**config.mk**
```make
export PLATFORM = sky130hd
export DESIGN_NAME = bytes_conv
export DESIGN_NICKNAME = d
export VERILOG_FILES = /design/src/verilog/soc_bus_pkg.sv /design/src/verilog/bytes_conv.sv
export SDC_FILE = /design/constraint.sdc
export NUM_CORES = 1
export LEC_CHECK = 0
export BUFFER_PORTS_ARGS = -buffer_cell sky130_fd_sc_hd__buf_2
export CORE_MARGIN = 3
export CORE_UTILIZATION = 40
export CTS_CLUSTER_DIAMETER = 120
export DETAILED_ROUTE_END_ITERATION = 10
export PLACE_DENSITY = 0.78
export SLEW_MARGIN = 40
export SYNTH_ARGS = -nofsm -noshare
export SYNTH_HDL_FRONTEND = slang
export SYNTH_SLANG_ARGS = --single-unit
```
**constraint.sdc**
```tcl
create_clock -name clk -period 4.9 [get_ports clk]
set_input_delay 0.98 -clock clk [delete_from_list [all_inputs] [get_ports clk]]
set_output_delay 0.98 -clock clk [all_outputs]
set_load 0.05 [all_outputs]
```
**src/verilog/soc_bus_pkg.sv**
```systemverilog
package soc_bus_pkg;

    localparam int BUS_WIDTH = 32;
    localparam int BE_WIDTH = BUS_WIDTH / 8;
    localparam int RAM_WORDS = 256;
    localparam int RAM_AW = $clog2(RAM_WORDS);
    localparam int REG_AW = 6;

    // top four address bits select the region.
    localparam logic [3:0] REGION_RAM = 4'h0;
    localparam logic [3:0] REGION_IO = 4'hB;

    localparam logic [7:0] DEV_GPIO = 8'h00;
    localparam logic [7:0] DEV_TICKER = 8'h01;

    localparam logic [REG_AW-1:0] GPIO_OUT = 6'd0;
    localparam logic [REG_AW-1:0] GPIO_IN = 6'd1;
    localparam logic [REG_AW-1:0] TICK_COUNT = 6'd0;
    localparam logic [REG_AW-1:0] TICK_COMPARE = 6'd1;
    localparam logic [REG_AW-1:0] TICK_STATUS = 6'd2;

    localparam logic [1:0] CONV_IDLE = 2'd0;
    localparam logic [1:0] CONV_READ_WAIT = 2'd1;
    localparam logic [1:0] CONV_MERGE = 2'd2;
    localparam logic [1:0] CONV_WRITE = 2'd3;

    typedef struct packed {
        logic [3:0] region;
        logic [BUS_WIDTH-7-RAM_AW:0] unused;
        logic [RAM_AW-1:0] word;
        logic [1:0] offset;
    } ram_addr_t;

    typedef struct packed {
        logic [3:0] region;
        logic [BUS_WIDTH-15-REG_AW:0] unused;
        logic [7:0] dev;
        logic [REG_AW-1:0] regnum;
        logic [1:0] offset;
    } io_addr_t;

    typedef union packed {
        ram_addr_t ram;
        io_addr_t io;
    } bus_addr_t;

    // replaces the enabled bytes of old_word with those of new_word.
    function automatic logic [BUS_WIDTH-1:0] merge_bytes(
        input logic [BUS_WIDTH-1:0] old_word,
        input logic [BUS_WIDTH-1:0] new_word,
        input logic [BE_WIDTH-1:0] be
    );
        logic [BUS_WIDTH-1:0] result;
        result = old_word;
        for (int i = 0; i < BE_WIDTH; i++) begin
            if (be[i]) begin
                result[8*i +: 8] = new_word[8*i +: 8];
            end
        end
        return result;
    endfunction

endpackage
```
**src/verilog/bytes_conv.sv**
```systemverilog
`timescale 1ns/1ps

module bytes_conv import soc_bus_pkg::*; (
    input  logic                 clk,
    input  logic                 rst_n_i,

    input  logic [RAM_AW-1:0]    word_i,
    input  logic [BE_WIDTH-1:0]  byteenable_i,
    input  logic                 read_i,
    input  logic                 write_i,
    input  logic [BUS_WIDTH-1:0] wrdata_i,
    output logic [BUS_WIDTH-1:0] rddata_o,
    output logic                 stall_o,

    output logic                 mem_en_o,
    output logic                 mem_we_o,
    output logic [RAM_AW-1:0]    mem_addr_o,
    output logic [BUS_WIDTH-1:0] mem_wrdata_o,
    input  logic [BUS_WIDTH-1:0] mem_rddata_i
);

    logic [1:0] state_q;
    logic [1:0] state_d;
    logic [BUS_WIDTH-1:0] merged_q;
    logic full_word;

    assign full_word = &byteenable_i;
    assign mem_addr_o = word_i;
    assign rddata_o = mem_rddata_i;

    always_comb begin
        state_d = state_q;
        mem_en_o = 1'b0;
        mem_we_o = 1'b0;
        mem_wrdata_o = wrdata_i;
        stall_o = 1'b0;
        case (state_q)
            CONV_IDLE: begin
                mem_en_o = read_i | write_i;
                mem_we_o = write_i & full_word;
                if (read_i) begin
                    stall_o = 1'b1;
                    state_d = CONV_READ_WAIT;
                end else if (write_i && !full_word) begin
                    // the old word is fetched first and merged next cycle.
                    stall_o = 1'b1;
                    state_d = CONV_MERGE;
                end
            end
            CONV_READ_WAIT: begin
                state_d = CONV_IDLE;
            end
            CONV_MERGE: begin
                stall_o = 1'b1;
                state_d = CONV_WRITE;
            end
            CONV_WRITE: begin
                mem_en_o = 1'b1;
                mem_we_o = 1'b1;
                mem_wrdata_o = merged_q;
                state_d = CONV_IDLE;
            end
            default: begin
                state_d = CONV_IDLE;
            end
        endcase
    end

    always_ff @(posedge clk) begin
        if (!rst_n_i) begin
            state_q <= CONV_IDLE;
        end else begin
            state_q <= state_d;
        end
    end

    always_ff @(posedge clk) begin
        if (state_q == CONV_MERGE) begin
            merged_q <= merge_bytes(mem_rddata_i, wrdata_i, byteenable_i);
        end
    end

endmodule

```
; Word-level counts from Yosys, hierarchy flattened
; Cells that the tools add are included.
; W data, S select, Z words.
[classes]
n_eq_ne = 4
mux = 13
bitwise_logic = 2
reduce_logical = 5
[op_table]
columns = op, n
row1 = $mux W32, 1
row2 = $mux W8, 4
row3 = $pmux W1 S2, 3
row4 = $pmux W2 S3, 1
row5 = $eq A2 B2 Y1 const B, 2
row6 = $mux W2, 2
row7 = $reduce_and A4 Y1, 1
row8 = $ne A3 B3 Y1 const B, 1
row9 = $eq A2 B1 Y1 const B, 1
row10 = $logic_not A2 Y1, 1
row11 = $mux W1, 2
row12 = $reduce_or A2 Y1, 1
row13 = $and A1 B1 Y1, 1
row14 = $logic_and A1 B1 Y1, 1
row15 = $logic_not A1 Y1, 1
row16 = $or A1 B1 Y1, 1
[word_totals]
register_bits = 34

; Logic depth before layout (Yosys ltp)
; Gate-level depths: netlist of the first run.
[depth]
word_depth = 6
ltp_mapped = 5
ltp_nobuf = 5

; Worst setup path before layout of the first run
; Ideal clock, no wire load.
[synth_timing]
path_kind = input-to-output
start = in byteenable_i[0]
end = out stall_o
arrival_ns = 2.418
required_ns = 3.920
setup_slack_ns = 1.502
path_stages = 3
path_cell_list = buf_4 -> and4_4 -> o21ai_0
[synth_via]
elab_chain_len = 6
[synth_rtl]
columns = item, line
row1 = from (decl), bytes_conv.sv:8  ; input logic [BE_WIDTH-1:0] byteenable_i,
row2 = $reduce_and A4 Y1, bytes_conv.sv:27  ; assign full_word = &byteenable_i;
row3 = $logic_not A1 Y1, bytes_conv.sv:44  ; end else if (write_i && !full_word) begin
row4 = $logic_and A1 B1 Y1, bytes_conv.sv:44
row5 = $mux W1, bytes_conv.sv:44
row6 = $mux W1, bytes_conv.sv:41  ; if (read_i) begin
row7 = $pmux W1 S2, bytes_conv.sv:37  ; case (state_q)
row8 = to (decl), bytes_conv.sv:13  ; output logic stall_o,
; Every way passes these cells.

; Worst setup path after layout of the first run
[layout_timing]
start = in byteenable_i[2]
end = out mem_we_o
[layout_via]
elab_chain_len = 3
[layout_rtl]
columns = item, line
row1 = $reduce_and A4 Y1, bytes_conv.sv:27
row2 = $and A1 B1 Y1, bytes_conv.sv:40  ; mem_we_o = write_i & full_word;
row3 = $pmux W1 S2, bytes_conv.sv:37
row4 = to (decl), bytes_conv.sv:16  ; output logic mem_we_o,
; Every way passes these cells.

==> results of run 1 <==
==> cell usage after synthesis <==
| master | number | area share, % |
|---|---|---|
| dfxtp_1 | 2 | 1.8 |
| and4_4 | 1 | 0.50 |
| o21a_1 | 1 | 0.33 |
| nor3_4 | 1 | 0.72 |
| buf_6 | 5 | 2.5 |
| edfxtp_1 | 32 | 43 |
| nor2_1 | 1 | 0.17 |
| buf_4 | 42 | 14 |
| ha_1 | 3 | 1.7 |
| o21ai_0 | 3 | 0.67 |
| buf_2 | 1 | 0.22 |
| nand3_1 | 1 | 0.22 |
| a21oi_1 | 3 | 0.67 |
| mux2_2 | 64 | 32 |
| nand2_1 | 2 | 0.33 |
| a211oi_2 | 1 | 0.56 |
| o22ai_1 | 1 | 0.28 |
| inv_1 | 4 | 0.67 |
==> routing by layer <==
| layer | up-vias | wire (um) |
|---|---|---|
| met4 | 0 | 15 |
| met3 | 2 | 431 |
| met5 | - | 0 |
| li1 | 769 | - |
| met1 | 723 | 1710 |
| met2 | 84 | 2290 |
==> placed cells by master (no fill, tap or decap), drive strengths merged, types with 2 or more instances in the layout <==
cell type,Yosys,layout
dfxtp,2,2
buf,48,139
edfxtp,32,32
inv,4,4
o21ai,3,3
clkbuf,0,8
a21oi,3,3
ha,3,3
mux2,64,64
nand2,2,2
==> sequential cells by signal, indices dropped and copies added (netlist names) <==
name	cells
merged_q	32
state_q	2
==> layout make-up <==
type / count / area [um2] / share of cell area (%)
inverter: 4 / 15.0 / 0.545
sequential: 34 / 1000 / 36.4
timing repair buffer: 139 / 698 / 25.4
clock buffer: 8 / 80.1 / 2.91
tap: 70 / 87.6 / 3.18
multi-input combinational: 82 / 871 / 31.6
==> cells by family (layout without fill, tap and decap cells) <==
logic type / count (synthesis) / in the layout / share of synthesized area, %
muxes: 64 / 64 / 32.0
buffers and inverters: 52 / 151 / 17.4
AOI/OAI and AO/OA: 9 / 9 / 2.50
and+or+nand+nor: 6 / 6 / 1.95
adders and majority gates: 3 / 3 / 1.67
DFF: 34 / 34 / 44.5
==> power groups by stage <==
stage / combinational, mW / sequential (mW) / clock [mW]
2_1_floorplan: 0.252 / 0.351 / 0
4_1_cts: 0.288 / 0.346 / 0.202
5_1_grt: 0.305 / 0.348 / 0.213
6_report: 0.286 / 0.346 / 0.193
3_5_place_dp: 0.287 / 0.352 / 0
3_3_place_gp: 0.283 / 0.352 / 0
==> how the worst max path moves through the flow <==
| stage | end | cells after the start | start | slack [ns] |
|---|---|---|---|---|
| after global routing | mem_we_o | 5 | byteenable_i[2] | 1.85 |
| after detailed placement | mem_we_o | 5 | byteenable_i[2] | 1.92 |
| after floorplan | stall_o | 3 | byteenable_i[0] | 1.50 |
| after global placement | mem_we_o | 5 | byteenable_i[2] | 1.92 |
| final | mem_we_o | 5 | byteenable_i[2] | 1.94 |
| after CTS | mem_we_o | 5 | byteenable_i[2] | 1.92 |
==> worst max-delay path: stages <==
cell     delay (ns)
buf_2          0.21
and4_4         0.29
nand3_1        0.08
a21oi_1        0.15
buf_2          0.27
==> stage by stage <==
stage	std cells	hold slack, ns	instance area, um2	utilization (%)
after floorplan	168	0.542	2250	-
after global placement	329	0.558	2660	50.5
after detailed placement	329	0.584	2660	50.5
after CTS	337	0.594	2740	52.0
after global routing	337	0.622	2750	52.2
final	337	0.582	2750	52.2
==> metrics.txt, run 1 <==
reg2reg start=state_q[0]$_SDFFE_PN0P_; number of antenna violations at the first check in global routing=0; TritonCTS clock tree=yes; final antenna-violating net count=0; post-CTS setup buffers=0; Ys Warns=0; NetSw=294 uW; hold path depth=2; clock group share of total power=23.4%; Cell Area, Synth=2250 um2; Root Buffer=clkbuf_8; initial drt markers=51; worst slew pin tran=0.469 ns; H-Tree Depth=2; MaxCap Viol Count=0; pre-CTS WS=1.92 ns; largest net degree at the start of global routing=36; # fillers=506; core area=5270 um2; Die Y=81.0 um; Final Hold Vio Count=0; Seq/Total Area, Yosys=44.5%; final setup margin=1.94 ns; Fmax achieved=0.338 GHz; Remaining DRCs=0; total global routing overflow=0; post-route setup TNS=0 ns; Rows=26; standby leakage power=1.19 nW; met3 usage in global routing=3.88%; gr usage total=13.1%; vias in the first global route=1488; number of port buffers=138; die width=81.0 um; nets=349; Worst R2R End=state_q[1]$_SDFFE_PN0P_; Seq cells post-synth=34; first-pass GRT wire length=6.59 mm; final WL=4.45 mm; fraction of layout cells with a size suffix above 1=79.4%; routing usage on met2=23.2%; cell-internal power=532 uW; worst-path fanout max=9; Initial Util=42.7%; GR peak layer=met2; cell count after synthesis=168; fin crit period=2.96 ns; final number of setup-violating endpoints=0; share of power burned in registers=41.9%; reg2reg setup slack=3.57 ns; WS Path Type=input pin to output port; Inserted Diodes=0; distinct cell type count after synthesis=18; # hold bufs at CTS=0; period utilization=60.4%; maximum vdd drop=131 uV; Clock Latency Late Sink=0.28 ns; Resized Gates After CTS=0; status=completed; HPWL after DPL=3.40 mm; Avg Vias per Cell=4.68; GP Congestion=0.667; drt first pass iters=5; Power per Cell Area=300 nW/um2; worst min path class=flip-flop to flip-flop; Sw Ratio=35.6%; Die ar.=6560 um2; Setup Skew=0.00450 ns; max-slew violation count=0; Worst Setup End Kind=output port; grt met1 use=15.5%; post-synthesis net count=251; I/O pins=155; Crit path arrival time=1.98 ns; vias=1578; mean post-synth cell area=13.4 um2; Gate power share=34.6%; clock sink total=34; relative slew slack=68.7%; RSZ-0062 raised after global routing=no; CTS buffer count=5; HP Start=state_q[0]$_SDFFE_PN0P_; Worst-path clk slew=0.06 ns; Hold Path End=state_q[0]$_SDFFE_PN0P_; clk buf depth=2; total chip power=826 uW; area grow syn2layout=22.3%; Register-to-Register Path Depth=5; startpoint types=input pin; average routed wire per standard cell=13.2 um; WP data required=3.92 ns
No activity file was read; power rests on OpenSTA's default activity.
==> inputs of run 2 (changes only) <==
Settings changed: ABC_AREA set to 1, CORE_UTILIZATION 40 to 38, PLACE_DENSITY 0.78 to 0.77.
Clock period 4.9 ns to 2.7 ns, I/O delays scaled along.
==> metrics.txt, run 2 <==
top-area cell type share of the netlist area=41.9% (-0.84 points); largest net degree at the start of global routing=33 (-8.3%); distinct cell type count after synthesis=21 (+3); final WL=4.89 mm (+9.8%); die width=83.7 um (+3.4%); worst-path fanout max=20 (+11); Final Util=49.7% (-2.6 points); Die ar.=7010 um2 (+6.8%); commonest non-fill, non-tap cell in the layout=buf_2; vias in the first global route=1741 (+17%); Resized Gates After CTS=0 (unchanged); TritonCTS clock tree=yes; Setup Skew=0.00606 ns (+0.00157 ns); Seq cells post-synth=34 (unchanged); area of the multi-input gates=881 um2 (+1.1%); Top Registers=merged_q: 32 flops, state_q: 2 flops; mux cell area share after synthesis=15.2% (-17 points); ranking of synthesized cells by area=edfxtp_1 42%, nand2_1 16%, mux2_2 15%, buf_4 13%, dfxtp_1 1.7%; startpoint types=flip-flop; EDFF count, synth=32 (unchanged); largest family of logic cells by synthesized area=simple AND/OR/NAND/NOR gates; top post-synthesis cells by count=97 x nand2_1, 41 x buf_4, 32 x edfxtp_1; Seq/Total Area, Yosys=43.6% (-0.87 points); post-route setup TNS=0 ns (unchanged); MaxCap Viol Count=0 (unchanged); Largest Register=merged_q; worst slew pin tran=0.406 ns (-0.0630 ns); mean post-synth cell area=9.30 um2 (-31%); initial drt markers=61 (+20%); H-Tree Depth=2 (unchanged); Worst Setup End Kind=output port; CTS buffer count=5 (unchanged); area grow syn2layout=22.8%; WS Path Type=flip-flop to output port; Crit path arrival time=1.63 ns (-0.35 ns); Ys Warns=0 (unchanged); core area=5680 um2 (+7.7%); Fmax achieved=0.461 GHz; Worst-path clk slew=0.07 ns (about the same); Synth Area in Compound Gates=2.23% (-0.27 points); relative slew slack=72.9% (+4.2 points); number of antenna violations at the first check in global routing=0 (unchanged); fraction of layout cells with a size suffix above 1=54.2% (-25 points); Final Hold Vio Count=0 (unchanged); post-CTS setup buffers=0 (unchanged); average routed wire per standard cell=11.7 um (-12%); number of port buffers=138 (unchanged); Cell Area, Synth=2300 um2 (+2.0%); Clock Latency Late Sink=0.28 ns (about the same); final setup margin=0.530 ns (-1.41 ns); final number of setup-violating endpoints=0 (unchanged); clock sink total=34 (unchanged); fin crit period=2.17 ns; gr usage total=13.7% (+0.54 points); worst min path class=input pin to flip-flop; total global routing overflow=0 (unchanged); I/O pins=155 (unchanged); GP Congestion=0.699 (+4.7%); # fillers=548 (+8.3%); Rows=27 (+3.8%); HPWL after DPL=3.93 mm (+16%); XOR/XNOR Fraction of Synth Area=0% (unchanged); Remaining DRCs=0 (unchanged); nets=429 (+23%); # hold bufs at CTS=0 (unchanged); status=completed; max-slew violation count=0 (unchanged); vias=1876 (+19%); Inserted Diodes=0 (unchanged); RSZ-0062 raised after global routing=no; count leader, synth=nand2_1; adder-cell share of the synthesized area=1.63% (-0.033 points); final antenna-violating net count=0 (unchanged); post-synthesis net count=330 (+31%); drt first pass iters=4 (-1); WP data required=2.16 ns (-1.76 ns); Synth area leader=edfxtp_1; Power per Cell Area=528 nW/um2 (+76%); clk buf depth=2 (unchanged); standby leakage power=1.43 nW (+20%); max reg flops=32 (unchanged); pre-CTS WS=0.694 ns (-1.23 ns); Post-synth top flop=edfxtp_1; commonest non-fill, non-tap cells in the layout=138 x buf_2, 97 x nand2_1, 32 x edfxtp_1, 31 x mux2_2, 10 x inv_1; maximum vdd drop=225 uV (+71%); Initial Util=40.5% (-2.3 points); first-pass GRT wire length=7.83 mm (+19%); Root Buffer=clkbuf_8; Avg Vias per Cell=4.48 (-4.4%); cell count after synthesis=247 (+47%); Async S/R FF share, synth=0% (unchanged); FF+latch area=1000 um2 (unchanged); Die Y=83.7 um (+3.4%); Synth Area in Simple Gates=19.3% (+17 points); period utilization=80.4%
run 2: critical path, stage by stage (launching register included):
cell and delay, ns:
dfxtp_1 0.37, ha_1 0.20, buf_4 0.25, a21oi_1 0.08, nor3_1 0.17, buf_2 0.29
run 2: worst paths after layout:
check / startpoint / end / slack (ns) / cells past startpoint
setup / recovery: state_q[1]$_SDFFE_PN0P_ / mem_we_o / 0.53 / 5
hold / removal: rst_n_i / state_q[1]$_SDFFE_PN0P_ / 0.49 / 3
setup reg to reg: state_q[0]$_SDFFE_PN0P_ / merged_q[18]$_DFFE_PP_ / 1.40 / 3
hold reg to reg: state_q[0]$_SDFFE_PN0P_ / state_q[0]$_SDFFE_PN0P_ / 0.57 / 4
run 2: per-stage QoR:
step / total power, mW / hold WS, ns / area [um2] / instances
3_3_place_gp: 1.15 / 0.552 / 2740 / 411
3_5_place_dp: 1.16 / 0.559 / 2740 / 411
6_report: 1.49 / 0.491 / 2820 / 419
5_1_grt: 1.57 / 0.480 / 2820 / 419
4_1_cts: 1.51 / 0.478 / 2820 / 419
2_1_floorplan: 1.08 / 0.529 / 2300 / 247
run 2: layer usage:
metal / global-route usage [%] / share of wire (%)
met5: 0 / 0
met4: 5.56 / 1.8
met3: 4.24 / 8.8
met2: 24.5 / 51
met1: 14.8 / 39
run 2: layout make-up:
type	count	share of cell area (%)
tap	72	3.20
sequential	34	35.5
clock inverter	2	0.311
clock buffer	6	2.57
multi-input combinational	152	31.2
timing repair buffer	143	25.8
inverter	10	1.33
run 2: power breakdown:
part	internal, mW	switching (mW)
Combinational	0.147	0.368
Sequential	0.619	0.00880
Clock	0.177	0.168
Total	0.943	0.545
run 2: logic make-up after synthesis:
logic type | Yosys count
AO/OA/AOI/OAI | 8
adder cells (fa/ha/maj) | 3
buffers and inverters | 61
flip-flops | 34
multiplexers | 31
AND/OR/NAND/NOR | 110
==> inputs of run 3 (changes only) <==
Clock period 2.7 ns to 1.9 ns, I/O delays scaled along.
==> metrics.txt, run 3 (synthesized netlist as in run 2, its figures left out) <==
status=completed; HPWL after DPL=4.10 mm (+4.4%); clk buf depth=2 (unchanged); Power per Cell Area=717 nW/um2 (+36%); final instance area=3010 um2 (+6.7%); total global routing overflow=0 (unchanged); startpoint types=flip-flop; final WL=5.20 mm (+6.3%); vias=1913 (+2.0%); Initial Util=40.5% (unchanged); Final Util=53.0% (+3.3 points); final setup margin=0.102 ns (-0.429 ns); number of port buffers=138 (unchanged); Largest Register=merged_q; max reg flops=32 (unchanged); Setup Skew=0.00418 ns (-0.00188 ns); initial drt markers=63 (+3.3%); pre-CTS WS=0.212 ns (-0.482 ns); standby leakage power=1.48 nW (+3.6%); Die ar.=7010 um2 (unchanged); FF+latch area=1000 um2 (+0.25%); core area=5680 um2 (unchanged); I/O pins=155 (unchanged); TritonCTS clock tree=yes; Clock Latency Late Sink=0.27 ns (about the same); Inserted Diodes=0 (unchanged); drt first pass iters=4 (unchanged); commonest non-fill, non-tap cells in the layout=103 x buf_2, 97 x nand2_1, 32 x edfxtp_1, 31 x mux2_2, 21 x clkbuf_4; number of antenna violations at the first check in global routing=0 (unchanged); final number of setup-violating endpoints=0 (unchanged); Remaining DRCs=0 (unchanged); period utilization=94.7%; cell-internal power=1.38 mW (+46%); Placed Area=2780 um2 (+1.4%); vias in the first global route=1827 (+4.9%); worst-path fanout max=17 (-15%); clock group share of total power=21.4% (-1.8 points); largest net degree at the start of global routing=33 (unchanged); Crit path arrival time=1.42 ns (-0.21 ns); die width=83.7 um (unchanged); Avg Vias per Cell=4.54 (+1.5%); area grow syn2layout=31.0%; first-pass GRT wire length=8.20 mm (+4.8%); relative slew slack=72.5% (-0.44 points); Top Registers=merged_q: 32 flops, state_q: 2 flops; # fillers=519 (-5.3%); commonest non-fill, non-tap cell in the layout=buf_2; final antenna-violating net count=0 (unchanged); MaxCap Viol Count=0 (unchanged); maximum vdd drop=450 uV (+100%); worst min path class=input pin to flip-flop; WS Path Type=flip-flop to output port; share of power burned in registers=41.5% (-0.7 points); average routed wire per standard cell=12.3 um (+5.8%); CTS buffer count=5 (unchanged); worst slew pin tran=0.413 ns (+0.00661 ns); Worst Setup End Kind=output port; Sw Ratio=36.0% (-0.63 points); Root Buffer=clkbuf_8; Gate power share=37.1% (+2.5 points); Final Hold Vio Count=0 (unchanged); WP data required=1.52 ns (-0.64 ns); nets=433 (+0.93%); H-Tree Depth=2 (unchanged); GP Congestion=0.801 (+15%); hold slack=0.335 ns (-0.156 ns); Worst-path clk slew=0.06 ns (about the same); Fmax achieved=0.556 GHz; gr usage total=14.2% (+0.49 points); fin crit period=1.80 ns; NetSw=776 uW (+42%); Die Y=83.7 um (unchanged); area of the multi-input gates=925 um2 (+5.0%); fraction of layout cells with a size suffix above 1=56.7% (+2.6 points); max-slew violation count=0 (unchanged); clock sink total=34 (unchanged); Rows=27 (unchanged)
run 3: power by group through the flow:
stage	registers, mW	logic [mW]	clock network [mW]
CTS	0.892	0.764	0.480
global route	0.899	0.852	0.514
floorplan	0.905	0.637	0
global placement	0.907	0.741	0
finish	0.895	0.801	0.461
detailed placement	0.908	0.750	0
run 3: cell type report:
| class | count | area share, % |
|---|---|---|
| Inverter | 10 | 1.25 |
| Clock inverter | 1 | 0.125 |
| Sequential cell | 34 | 33.4 |
| Clock buffer | 5 | 2.29 |
| Multi-Input combinational cell | 152 | 30.7 |
| Timing Repair Buffer | 147 | 29.2 |
| Tap cell | 72 | 3.00 |
run 3: layer usage:
metal	track usage (%)	up-vias	part of all wire, %
met3	3.65	10	8.3
li1	-	967	-
met4	4.68	0	1.5
met2	26.2	84	52
met1	15.5	852	38
met5	0	-	0
run 3: path summary, 6_finish.rpt:
path                                start  slack, ns  cells past startpoint                 endpoint
setup reg to reg  state_q[0]$_SDFFE_PN0P_       0.50                      3   merged_q[30]$_DFFE_PP_
hold reg to reg   state_q[0]$_SDFFE_PN0P_       0.58                      4  state_q[0]$_SDFFE_PN0P_
setup / recovery  state_q[0]$_SDFFE_PN0P_       0.10                      6          mem_wrdata_o[7]
hold / removal                    rst_n_i       0.34                      3  state_q[1]$_SDFFE_PN0P_
run 3: through the flow:
stage               power (mW)  cells  setup TNS [ns]
global placement          1.65    415               0
finish                    2.16    421               0
floorplan                 1.54    247         -0.0278
CTS                       2.14    421         -0.0118
detailed placement        1.66    415               0
global route              2.26    421         -0.0205
run 3: what timing repair did:
item                                    in CTS  in global routing
setup buffers                                0                  0
endpoints found under the setup margin       9                 35
cloned                                       0                  0
gates resized for setup                     10                 47
hold buffers                                 0                  0
run 3: worst max-delay path, cell delays in order, from the launching register on:
cell	delay [ns]
dfxtp_2	0.34
ha_4	0.17
inv_1	0.12
buf_8	0.17
nand2_1	0.06
nand2_1	0.05
clkbuf_4	0.22
